--- src/sa_cfg.svh ---
`ifndef SA_CFG_SVH
`define SA_CFG_SVH

// Array geometry
`define SA_ROWS 4
`define SA_COLS 4

// Datapath widths
`define SA_ELEM_W 8   // Signed operand element
`define SA_ACC_W 32   // Accumulator, sized so that no sum overflows

// Problem limits
`define SA_MAX_N 64   // Largest matrix dimension, sets coordinate width
`define SA_MAX_K 64   // Largest block depth in beats

`endif

--- src/sa_pkg.sv ---
`include "sa_cfg.svh"

package sa_pkg;

  // One operand element as it enters the array
  typedef logic signed [`SA_ELEM_W-1:0] elem_t;

  // Running sum held in each PE
  typedef logic signed [`SA_ACC_W-1:0] acc_t;

  // Absolute row or column in the output matrix
  typedef logic [$clog2(`SA_MAX_N)-1:0] coord_t;

  // Beat counter, must reach SA_MAX_K itself
  typedef logic [$clog2(`SA_MAX_K+1)-1:0] kcnt_t;

endpackage

--- src/sa_ifs.sv ---
`include "sa_cfg.svh"

// Skewed operand wavefronts into the PE grid
interface sa_wave_if import sa_pkg::*; ();

  elem_t [`SA_ROWS-1:0]         a_wave;      // Row i delayed by i
  elem_t [`SA_COLS-1:0]         b_wave;      // Column j delayed by j
  logic  [`SA_ROWS+`SA_COLS-1:0] wave_valid; // Row flags low, column flags high
  logic                         clear;       // First wavefront of a block

  modport source (output a_wave, b_wave, wave_valid, clear);
  modport sink   (input  a_wave, b_wave, wave_valid, clear);

endinterface

// Block completion handshake between skewer and coordinator
interface sa_done_if import sa_pkg::*; ();

  logic   done;        // All wavefronts flushed through the grid
  coord_t pos_row;     // Base row of the finished block
  coord_t pos_col;     // Base column of the finished block
  logic   coord_idle;  // Falls on capture

  modport source (output done, pos_row, pos_col, input coord_idle);
  modport sink   (input done, pos_row, pos_col, output coord_idle);

endinterface

--- src/operand_skewer.sv ---
`include "sa_cfg.svh"

module operand_skewer import sa_pkg::*; (
  input  logic                 clk,
  input  logic                 reset,
  input  logic                 op_valid,
  output logic                 op_ready,
  input  logic                 op_last,
  input  elem_t [`SA_ROWS-1:0] op_a,
  input  elem_t [`SA_COLS-1:0] op_b,
  input  coord_t               pos_row,
  input  coord_t               pos_col,
  sa_wave_if.source            wave,
  sa_done_if.source            dn
);

  localparam int ROWS  = `SA_ROWS;
  localparam int COLS  = `SA_COLS;
  localparam int LANES = ROWS + COLS;   // Rows first, then columns
  localparam int FLUSH = ROWS + COLS;   // Cycles from last beat to done
  localparam int FW    = $clog2(FLUSH);

  logic          run;           // Set one cycle after reset
  logic          flushing;      // Last beat taken, wavefronts still moving
  logic [FW-1:0] flush_cnt;
  kcnt_t         beat_cnt;      // Beats taken in the current block
  logic          coord_idle_q;  // For the falling edge of coord_idle
  logic          accept;
  logic          first_beat;

  elem_t [LANES-1:0] lane_in;
  elem_t [LANES-1:0] lane_out;
  logic  [LANES-1:0] lane_vld;

  // One block in flight, next one waits for capture
  assign op_ready   = run & ~flushing & ~dn.done;
  assign accept     = op_valid & op_ready;
  assign first_beat = (beat_cnt == '0);
  assign lane_in    = {op_b, op_a};

  always_ff @(posedge clk) begin
    if (reset) begin
      run          <= 1'b0;
      flushing     <= 1'b0;
      flush_cnt    <= '0;
      beat_cnt     <= '0;
      coord_idle_q <= 1'b1;
      dn.done      <= 1'b0;
      wave.clear   <= 1'b0;
    end else begin
      run          <= 1'b1;
      coord_idle_q <= dn.coord_idle;
      wave.clear   <= accept & first_beat;  // Lines up with lane 0 stage 0
      if (accept) begin
        beat_cnt <= op_last ? '0 : beat_cnt + 1'b1;
      end
      if (accept & op_last) begin
        flushing  <= 1'b1;
        flush_cnt <= '0;
      end else if (flushing) begin
        flush_cnt <= flush_cnt + 1'b1;
        // Last PE has updated and its forwarded valid is gone
        if (flush_cnt == FW'(FLUSH - 1)) begin
          flushing <= 1'b0;
          dn.done  <= 1'b1;
        end
      end
      if (dn.done & coord_idle_q & ~dn.coord_idle) begin
        dn.done <= 1'b0;  // Coordinator has its copy
      end
    end
  end

  // Base position held until the next block starts
  always_ff @(posedge clk) begin
    if (accept & first_beat) begin
      dn.pos_row <= pos_row;
      dn.pos_col <= pos_col;
    end
  end

  // Lane n gets one input register plus its row or column offset
  for (genvar n = 0; n < LANES; n++) begin : g_lane
    localparam int DEPTH = (n < ROWS) ? n : n - ROWS;

    elem_t sr_data [DEPTH+1];
    logic  sr_vld  [DEPTH+1];

    always_ff @(posedge clk) begin
      sr_data[0] <= lane_in[n];
      for (int d = 1; d <= DEPTH; d++) begin
        sr_data[d] <= sr_data[d-1];
      end
    end

    always_ff @(posedge clk) begin
      if (reset) begin
        for (int d = 0; d <= DEPTH; d++) begin
          sr_vld[d] <= 1'b0;
        end
      end else begin
        sr_vld[0] <= accept;  // Valid walks beside its data
        for (int d = 1; d <= DEPTH; d++) begin
          sr_vld[d] <= sr_vld[d-1];
        end
      end
    end

    assign lane_out[n] = sr_data[DEPTH];
    assign lane_vld[n] = sr_vld[DEPTH];
  end

  assign wave.a_wave     = lane_out[ROWS-1:0];
  assign wave.b_wave     = lane_out[LANES-1:ROWS];
  assign wave.wave_valid = lane_vld;

endmodule

--- src/mac_pe.sv ---
module mac_pe import sa_pkg::*; #(
  parameter int ROW_IDX = 0,  // Grid position, for bound checks
  parameter int COL_IDX = 0
)(
  input  logic  clk,
  input  logic  reset,
  input  logic  clear,        // Start of a new block
  input  elem_t a_in,         // From the left
  input  elem_t b_in,         // From above
  input  logic  a_valid_in,
  input  logic  b_valid_in,
  output elem_t a_out,        // To the right
  output elem_t b_out,        // Downward
  output logic  a_valid_out,
  output logic  b_valid_out,
  output acc_t  acc,
  output logic  busy          // Something still passing through
);

  logic fire;
  acc_t prod;

  assign fire = a_valid_in & b_valid_in;
  assign prod = acc_t'(a_in) * acc_t'(b_in);  // Sign extended before multiply

  // Clear drops the old block's sum, keeps this cycle's product
  always_ff @(posedge clk) begin
    if (clear) begin
      acc <= fire ? prod : '0;
    end else if (fire) begin
      acc <= acc + prod;
    end
  end

  always_ff @(posedge clk) begin
    a_out <= a_in;
    b_out <= b_in;
  end

  always_ff @(posedge clk) begin
    if (reset) begin
      a_valid_out <= 1'b0;
      b_valid_out <= 1'b0;
    end else begin
      a_valid_out <= a_valid_in;
      b_valid_out <= b_valid_in;
    end
  end

  assign busy = a_valid_out | b_valid_out;

endmodule

--- src/output_coordinator.sv ---
`include "sa_cfg.svh"

module output_coordinator import sa_pkg::*; (
  input  logic                         clk,
  input  logic                         reset,
  sa_done_if.sink                      dn,
  input  acc_t [`SA_ROWS*`SA_COLS-1:0] pe_acc,   // Row-major, PE(i,j) at i*COLS+j
  input  logic [`SA_ROWS*`SA_COLS-1:0] pe_busy,
  output logic                         res_valid,
  input  logic                         res_ready,
  output logic                         res_last,
  output acc_t                         res_data,
  output coord_t                       res_row,
  output coord_t                       res_col
);

  localparam int ROWS = `SA_ROWS;
  localparam int COLS = `SA_COLS;
  localparam int NPE  = ROWS * COLS;
  localparam int RW   = (ROWS > 1) ? $clog2(ROWS) : 1;
  localparam int CW   = (COLS > 1) ? $clog2(COLS) : 1;
  localparam int IW   = (NPE > 1) ? $clog2(NPE) : 1;

  logic          streaming;   // Results being handed out
  logic          read_array;  // Already captured this done
  logic          array_idle;
  logic          capture;
  logic [RW-1:0] row_idx;
  logic [CW-1:0] col_idx;
  logic          row_end;
  logic          col_end;
  logic [IW-1:0] flat_idx;

  acc_t [NPE-1:0] cap_acc;    // Snapshot of every accumulator
  coord_t         base_row;
  coord_t         base_col;

  assign array_idle = ~|pe_busy;
  // Done alone is not enough, the grid must also be quiet
  assign capture    = dn.done & array_idle & ~streaming & ~read_array;
  assign row_end    = (row_idx == RW'(ROWS - 1));
  assign col_end    = (col_idx == CW'(COLS - 1));

  always_ff @(posedge clk) begin
    if (reset) begin
      streaming  <= 1'b0;
      read_array <= 1'b0;
      row_idx    <= '0;
      col_idx    <= '0;
    end else begin
      if (capture) begin
        streaming  <= 1'b1;
        read_array <= 1'b1;
        row_idx    <= '0;
        col_idx    <= '0;
      end else if (!dn.done) begin
        read_array <= 1'b0;  // Skewer saw the capture, arm for next block
      end
      if (streaming & res_ready) begin
        if (col_end) begin
          col_idx <= '0;
          if (row_end) begin
            streaming <= 1'b0;  // Final result gone
          end else begin
            row_idx <= row_idx + 1'b1;
          end
        end else begin
          col_idx <= col_idx + 1'b1;
        end
      end
    end
  end

  // Grid is free to start the next block once this is taken
  always_ff @(posedge clk) begin
    if (capture) begin
      cap_acc  <= pe_acc;
      base_row <= dn.pos_row;
      base_col <= dn.pos_col;
    end
  end

  assign flat_idx = IW'(row_idx) * IW'(COLS) + IW'(col_idx);

  // Everything below comes from registers, stays put while stalled
  assign res_valid     = streaming;
  assign res_last      = streaming & row_end & col_end;
  assign res_data      = cap_acc[flat_idx];
  assign res_row       = base_row + coord_t'(row_idx);  // Base plus PE offset
  assign res_col       = base_col + coord_t'(col_idx);
  assign dn.coord_idle = ~streaming;

endmodule

--- src/systolic_tile.sv ---
`include "sa_cfg.svh"

module systolic_tile import sa_pkg::*; (
  input  logic                 clk,
  input  logic                 reset,
  input  logic                 op_valid,
  output logic                 op_ready,
  input  logic                 op_last,
  input  elem_t [`SA_ROWS-1:0] op_a,     // Column slice of A
  input  elem_t [`SA_COLS-1:0] op_b,     // Row slice of B
  input  coord_t               pos_row,
  input  coord_t               pos_col,
  output logic                 res_valid,
  input  logic                 res_ready,
  output logic                 res_last,
  output acc_t                 res_data,
  output coord_t               res_row,
  output coord_t               res_col
);

  localparam int ROWS = `SA_ROWS;
  localparam int COLS = `SA_COLS;

  sa_wave_if wave ();
  sa_done_if dn ();

  // Forwarded operands, indexed by the PE that drives them
  elem_t a_fwd  [ROWS][COLS];
  elem_t b_fwd  [ROWS][COLS];
  logic  av_fwd [ROWS][COLS];
  logic  bv_fwd [ROWS][COLS];

  acc_t [ROWS*COLS-1:0] pe_acc;
  logic [ROWS*COLS-1:0] pe_busy;

  operand_skewer skewer_inst (
    .clk      (clk),
    .reset    (reset),
    .op_valid (op_valid),
    .op_ready (op_ready),
    .op_last  (op_last),
    .op_a     (op_a),
    .op_b     (op_b),
    .pos_row  (pos_row),
    .pos_col  (pos_col),
    .wave     (wave),
    .dn       (dn)
  );

  for (genvar i = 0; i < ROWS; i++) begin : g_row
    for (genvar j = 0; j < COLS; j++) begin : g_col
      elem_t a_src;
      elem_t b_src;
      logic  av_src;
      logic  bv_src;

      // Left column fed by the skewer, the rest by the left neighbour
      if (j == 0) begin : g_a_edge
        assign a_src  = wave.a_wave[i];
        assign av_src = wave.wave_valid[i];
      end else begin : g_a_inner
        assign a_src  = a_fwd[i][j-1];
        assign av_src = av_fwd[i][j-1];
      end

      if (i == 0) begin : g_b_edge
        assign b_src  = wave.b_wave[j];
        assign bv_src = wave.wave_valid[ROWS+j];  // Column flags sit above row flags
      end else begin : g_b_inner
        assign b_src  = b_fwd[i-1][j];
        assign bv_src = bv_fwd[i-1][j];
      end

      mac_pe #(
        .ROW_IDX (i),
        .COL_IDX (j)
      ) pe_inst (
        .clk         (clk),
        .reset       (reset),
        .clear       (wave.clear),
        .a_in        (a_src),
        .b_in        (b_src),
        .a_valid_in  (av_src),
        .b_valid_in  (bv_src),
        .a_out       (a_fwd[i][j]),
        .b_out       (b_fwd[i][j]),
        .a_valid_out (av_fwd[i][j]),
        .b_valid_out (bv_fwd[i][j]),
        .acc         (pe_acc[i*COLS+j]),
        .busy        (pe_busy[i*COLS+j])
      );
    end
  end

  output_coordinator coord_inst (
    .clk       (clk),
    .reset     (reset),
    .dn        (dn),
    .pe_acc    (pe_acc),
    .pe_busy   (pe_busy),
    .res_valid (res_valid),
    .res_ready (res_ready),
    .res_last  (res_last),
    .res_data  (res_data),
    .res_row   (res_row),
    .res_col   (res_col)
  );

endmodule

--- config.mk ---
export PLATFORM = sky130hd
export DESIGN_NAME = systolic_tile
export DESIGN_NICKNAME = d
export VERILOG_FILES = /design/src/sa_pkg.sv /design/src/sa_ifs.sv /design/src/operand_skewer.sv /design/src/mac_pe.sv /design/src/output_coordinator.sv /design/src/systolic_tile.sv
export VERILOG_INCLUDE_DIRS = /design/src /design/src/src
export SDC_FILE = /design/constraint.sdc
export NUM_CORES = 2
export LEC_CHECK = 0
export BUFFER_PORTS_ARGS = -buffer_cell sky130_fd_sc_hd__buf_2
export CORE_MARGIN = 2
export CORE_UTILIZATION = 50
export DETAILED_ROUTE_END_ITERATION = 6
export PLACE_DENSITY = 0.63
export SLEW_MARGIN = 10
export SYNTH_ARGS = -nofsm -noshare
export SYNTH_HDL_FRONTEND = slang
export SYNTH_SLANG_ARGS = --single-unit
--- constraint.sdc ---
create_clock -name clk -period 16.9 [get_ports clk]
set_clock_uncertainty 0.15 [all_clocks]
set_input_delay 0.845 -clock clk [delete_from_list [all_inputs] [get_ports clk]]
set_output_delay 0.845 -clock clk [all_outputs]
set_load 0.05 [all_outputs]
# Yosys cells after proc, flatten, opt, wreduce, memory -nomap -nowiden
# Memories as Yosys holds them, arrays and structs flattened.
# Index checks and enable logic that the tools add are counted.
[op_classes]
addsub = 23
mul = 16
magnitude_cmp = 1
eq_ne = 4
n_mux = 92
bitwise = 68
reduce_logical = 25
[ops]
columns = ["op", "n"]
rows = [
  ["32-bit two-way mux", 49],
  ["32-bit adder", 16],
  ["8-bit by 8-bit multiplier with 16-bit output", 16],
  ["32-bit binary-select mux with 4-bit select", 1],
  ["1-bit two-way mux", 34],
  ["1-bit bitwise OR", 34],
  ["2-bit nonzero test", 17],
  ["1-bit bitwise AND", 29],
  ["16-bit OR reduction", 1],
  ["2-bit two-way mux", 7],
  ["6-bit by 2-bit adder with 6-bit output", 2],
  ["7-bit by 1-bit adder with 7-bit output, second input constant", 1],
  ["7-bit logical NOT", 1],
  ["7-bit two-way mux", 1],
  ["4-bit by 5-bit < comparator with 1-bit output, second input constant", 1],
  ["1-bit inverter", 5],
  ["2-bit by 1-bit adder with 2-bit output, second input constant", 2],
  ["4-bit by 2-bit adder with 4-bit output", 1],
  ["2-bit equality test, second input constant", 2],
  ["2-bit OR reduction", 2],
  ["3-bit by 1-bit adder with 3-bit output, second input constant", 1],
  ["3-bit equality test, second input constant", 1],
  ["3-bit AND reduction", 1],
  ["2-bit by 1-bit inequality test with 1-bit output, second input constant", 1],
  ["other kinds (2)", 3],
]
[word_totals]
regBits = 1293
mem_bits_rw = 180
output_inout_bits = 47
mem_count = 16
[mem_list]
columns = ["memory", "words", "width", "read_ports", "rd_clocked_by_memory_dff", "write_ports", "line_no", "source"]
rows = [
  ["skewer_inst.g_lane[3].sr_data", 4, 8, 4, 0, 4, "operand_skewer.sv:86", "elem_t sr_data [DEPTH+1];"],
  ["skewer_inst.g_lane[7].sr_data", 4, 8, 4, 0, 4, "operand_skewer.sv:86", ""],
  ["skewer_inst.g_lane[2].sr_data", 3, 8, 3, 0, 3, "operand_skewer.sv:86", ""],
  ["skewer_inst.g_lane[6].sr_data", 3, 8, 3, 0, 3, "operand_skewer.sv:86", ""],
  ["skewer_inst.g_lane[1].sr_data", 2, 8, 2, 0, 2, "operand_skewer.sv:86", ""],
  ["skewer_inst.g_lane[5].sr_data", 2, 8, 2, 0, 2, "operand_skewer.sv:86", ""],
  ["10 more memories", "--", "--", "--", "--", "--", "--", ""],
]

# Longest topological paths before layout
[logic_depth]
ltp_word = 10
depth_mapped = 31

# Modules after synthesis
# A second synthesis with hierarchy kept.
[unflattened]
hier_cells = 10779
hier_area_um2 = 116016.3
[by_module_without_submodules]
columns = ["mod", "n_inst", "cells_each", "area_per_inst_um2"]
rows = [
  ["mac_pe (g_row[0].g_col[0].pe_inst ...)", 6, 598, 5694.2],
  ["mac_pe (g_row[2].g_col[2].pe_inst ...)", 5, 602, 5662.9],
  ["output_coordinator", 1, 831, 20026.7],
  ["mac_pe (g_row[1].g_col[2].pe_inst ...)", 3, 615, 5804.3],
  ["mac_pe (g_row[2].g_col[1].pe_inst)", 1, 611, 5751.8],
  ["mac_pe (g_row[3].g_col[3].pe_inst)", 1, 601, 5693.0],
  ["operand_skewer", 1, 293, 4652.0],
]

# Worst setup path after synthesis
# OpenSTA, ideal clock, no wires.
[synth_timing]
path_kind = "register -> register"
from = "register coord_inst.streaming (netlist: coord_inst.res_valid)"
to = "register coord_inst.base_col[0], enable pin"
setup_time_ps = 870
t_arrival_ps = 11289
path_slack_ps = 4591
path_stages_with_launch = 5
synth_period_minus_slack_ps = 12309
cell_sequence = "dfxtp_1 -> clkbuf_1 -> nor4_1 -> nand4b_1 -> inv_1"
[synth_via]
elab_chain_cells = 3
[synth_lines]
columns = ["item", "line_no", "source"]
rows = [
  ["from (decl)", "output_coordinator.sv:24", "logic streaming;"],
  ["from (signal assigned)", "output_coordinator.sv:46", "streaming <= 1'b0;"],
  ["from (signal assigned)", "output_coordinator.sv:52", "streaming <= 1'b1;"],
  ["from (signal assigned)", "output_coordinator.sv:63", "streaming <= 1'b0;"],
  ["1-bit inverter", "output_coordinator.sv:40", "assign capture = dn.done & array_idle & ~streaming & ~read_array;"],
  ["1-bit bitwise AND (2 in a row)", "output_coordinator.sv:40", ""],
  ["via coord_inst.capture", "output_coordinator.sv:27", "logic capture;"],
  ["to (signal assigned)", "output_coordinator.sv:79", "base_col <= dn.pos_col;"],
  ["to (decl)", "output_coordinator.sv:36", "coord_t base_col;"],
]
# The timed path passes the listed nets, and every way through them passes these cells.
# A chain may end at the register's enable or synchronous reset.

# Worst setup path after layout
[layout_timing]
from = "register g_row[0].g_col[1].pe_inst.b_out[6]"
to = "register g_row[1].g_col[1].pe_inst.acc[30] (data pin)"
[layout_via]
elab_chain_cells = 4
word_cells_on_any_way = 5
[layout_lines]
columns = ["item", "line_no", "source"]
rows = [
  ["from (decl)", "mac_pe.sv:13", "output elem_t b_out,"],
  ["from (signal assigned)", "mac_pe.sv:37", "b_out <= b_in;"],
  ["8-bit by 8-bit multiplier with 16-bit output (*)", "mac_pe.sv:24", "assign prod = acc_t'(a_in) * acc_t'(b_in);"],
  ["32-bit adder", "mac_pe.sv:31", "acc <= acc + prod;"],
  ["32-bit two-way mux", "mac_pe.sv:30", "end else if (fire) begin"],
  ["32-bit two-way mux (*)", "mac_pe.sv:28", "if (clear) begin"],
  ["to (signal assigned)", "mac_pe.sv:29", "acc <= fire ? prod : '0;"],
  ["to (signal assigned)", "mac_pe.sv:31", ""],
  ["to (decl)", "mac_pe.sv:16", "output acc_t acc,"],
]
# Mark *: on every way between the ends. The rest lies on a longest branch, timed or not. The select of a mux whose other input is x is not followed.

==> results.md <==
* Status: completed
* DRT Pass-1 Iters at 6
* Post-route cell area at 0.121 mm²
* Die width at around 470 µm
* Dominant synthesized flop cell: edfxtp_1
* Routed wire per std cell at 21.9 µm
* Max Fclk at 0.118 GHz
* Tightest Pin Transition at 1.17 ns
* Die Ht at approximately 470 µm
* Synth top area cells: edfxtp_1, fa_1, ha_1
* Ys async rst share at 0%
* Seq/Total Area, Yosys at 35.4%
* Placed cell areas at 0.115 mm²
* Post-synth EDFFs at 1048
* Slew Limit Fails at 0
* Max cap viols at 0
* CTS tree: done
* Wire length on met1 at 128 mm
* Initial antenna violation count at 19
* Post-Syn Area at about 0.11 mm²
* Vias/cell at about 5.7
* H-tree depth at 4
* Crit path required time at 17.29 ns
* Clk buf depth at 3
* Total Die Area at around 0.22 mm²
* PortBufs at 127
* Wire length on met2 at 141 mm
* Yosys top cell area share at 28.5%
* Num rows at ~170
* Area growth syn-to-layout at 9.69%
* Clock root cell: clkbuf_16
* Most frequent cells after synthesis: inv_1, edfxtp_1, ha_1
* Critical Path End Type: flop
* Relative slew slack at 21.9%
* Yosys reg bits at 1429
* Worst reg2reg startpoint: g_row[0].g_col[1].pe_inst.b_out[6]
* Reg2reg end: g_row[1].g_col[1].pe_inst.acc[30]
* Highest routed layer: met4
* Final setup viols at 0
* Top-count cell post-synth: inv_1
* GRT Residual Overflow at 0
* Post-synthesis instance total at 10.2k
* Distinct cells, synth at 88
* Worst setup margin at ~8.4 ns
* Share of layout cells above drive strength 1 at 6.48%
* Setup crit start: g_row[0].g_col[1].pe_inst.b_out[6]
* Mean Syn Cell Area at 10.8 µm²
* Hold depth at 2
* R2r worst-path depth at 25
* Crit start category: flop
* Vias at 77.3k
* Clk slew on worst S/H paths at about 0.060 ns
* Met3 WL at 16.8 mm
* Nets at 12.4k
* Final hold vios at 0
* Unrepaired setup endpoints after global routing: false
* Initial Util at between 50 and 60%
* First-pass GRT wire length at between 400 and 500 mm
* Crit Path Class: reg -> reg
* Largest net degree at the start of global routing at roughly 160
* Pre-CTS WS at between 8 and 9 ns
* Starting DRT DRC Count at 6403
* CP arrival at roughly 9 ns
* Dpl cells at approximately 13k
* Final GP Congestion at 0.920
* I/O Pins at roughly 130
* # DRC at 0
* WL final at slightly below 300 mm
* Core area at 0.220 mm²
* Clk sink count at 1429
* Vias in the first global route at 78.0k
* Fin crit period at 8.48 ns
* GRT Util Overall at 26.5%
* CP max FO at 18
* Fillers at 18.7k
* Reg2Reg Setup Slack at around 8.4 ns
* Clock Latency Late Sink at around 0.86 ns
* Post-Syn Nets at 12.2k
* Post-Layout Cell Count at between 10k and 15k
* Post-route setup TNS at 0 ns
* Critical Path Sink: g_row[1].g_col[1].pe_inst.acc[30]
* CTS Buf Count at 166
* Detailed placer's ending HPWL at 229 mm
* Hold crit path type: in -> reg
* Post-route antenna net violation count at 0
* Largest area contributor in the netlist: edfxtp_1
* Syn. warnings at 0
* Fin crit share at 50.2%
==> cell type report <==
type	count	area (µm²)	share of cell area [%]
Clock inverter	92	1070	0.887
Timing Repair Buffer	245	1760	1.45
Tap cell	2958	3700	3.05
Clock buffer	218	4630	3.82
Multi-Input combinational cell	7140	65300	53.9
Sequential cell	1429	39100	32.3
Inverter	1493	5610	4.63
Antenna cell	10	25.0	0.0206
==> what timing repair did <==
action / in CTS / in global routing
hold buffers: 76 / 0
setup buffers: 0 / 0
endpoints found under the hold margin: 76 / 0
resized for setup: 0 / 0
setup endpoints to repair: 0 / 0
==> through the flow <==
stage          util, %  hold slack (ns)
2_1_floorplan        -            0.160
3_3_place_gp      52.2            0.160
3_5_place_dp      52.2            0.162
4_1_cts           55.2           0.0203
5_1_grt           55.2           0.0504
6_report          55.2           0.0903
==> worst min path at each step <==
stage	from	endpoint	slack, ns
after global routing	res_ready	coord_inst.res_valid	0.05
after global placement	skewer_inst.g_lane[6].sr_data[0][14]	skewer_inst.g_lane[6].sr_data[0][22]	0.16
final	res_ready	coord_inst.res_valid	0.09
after detailed placement	skewer_inst.g_lane[1].sr_data[0][0]	skewer_inst.g_lane[1].sr_data[0][8]	0.16
after CTS	res_ready	coord_inst.res_valid	0.02
after floorplan	skewer_inst.g_lane[1].sr_data[0][2]	skewer_inst.g_lane[1].sr_data[0][10]	0.16
==> worst max-delay path, cell delays in order, from the launching register on <==
cell	delay [ns]
dfxtp_1	0.80
nand2_1	0.16
fa_1	0.50
fa_1	0.49
inv_1	0.05
fa_1	0.47
inv_1	0.05
fa_1	0.48
inv_1	0.04
ha_1	0.31
nor2b_1	0.16
o41a_1	0.35
a41o_1	0.30
o41ai_1	0.62
xnor2_2	0.49
ha_1	0.62
nand4_1	0.16
nor2_1	0.16
nand2_1	0.11
a211oi_1	0.53
o21ai_0	0.26
a31oi_1	0.36
a21oi_1	0.13
nor2b_1	0.17
a21oi_1	0.13
o211ai_1	0.11
==> flip-flops by register name (all words and copies together), names as in the netlist, 3 cells and up <==
| register | flops |
|---|---|
| coord_inst.cap_acc | 512 |
| skewer_inst.dn.pos_col | 6 |
| skewer_inst.dn.pos_row | 6 |
| skewer_inst.flush_cnt | 3 |
| skewer_inst.beat_cnt | 7 |
| g_row.g_col.pe_inst.b_valid_out | 5 |
| g_row.g_col.pe_inst.b_out | 96 |
| coord_inst.base_row | 6 |
| g_row.g_col.pe_inst.acc | 512 |
| g_row.g_col.pe_inst.a_out | 96 |
| coord_inst.base_col | 6 |
| skewer_inst.g_lane.sr_data | 160 |
==> cells by family after synthesis <==
group	after synthesis	synth area share (%)
XOR/XNOR	667	5.34
AO/OA/AOI/OAI	2034	11.7
AND/OR/NAND/NOR	2387	11.2
adder cells (fa/ha/maj)	1868	27.2
buffers and inverters	1664	5.65
multiplexers	184	3.50
flip-flops	1429	35.4
==> placed cells by master (no fill, tap or decap), types with 209 or more instances in the layout <==
cell,instances
a21oi_1,482
xor2_1,209
a21o_1,227
inv_1,1490
and2_1,714
xnor2_1,441
nand2_1,645
nor2_1,300
fa_1,898
ha_1,970
dfxtp_1,377
edfxtp_1,1048
o21ai_0,595
==> metal layers <==
| metal | vias to the layer above | track usage, % |
|---|---|---|
| met2 | 2255 | 43.9 |
| met3 | 468 | 3.32 |
| met5 | - | 0 |
| met4 | 0 | 9.68 |
| met1 | 38700 | 35.6 |
| li1 | 35800 | - |
Power is not shown: default switching activity piles up to over one toggle a cycle in this logic, so the estimate is an artifact.
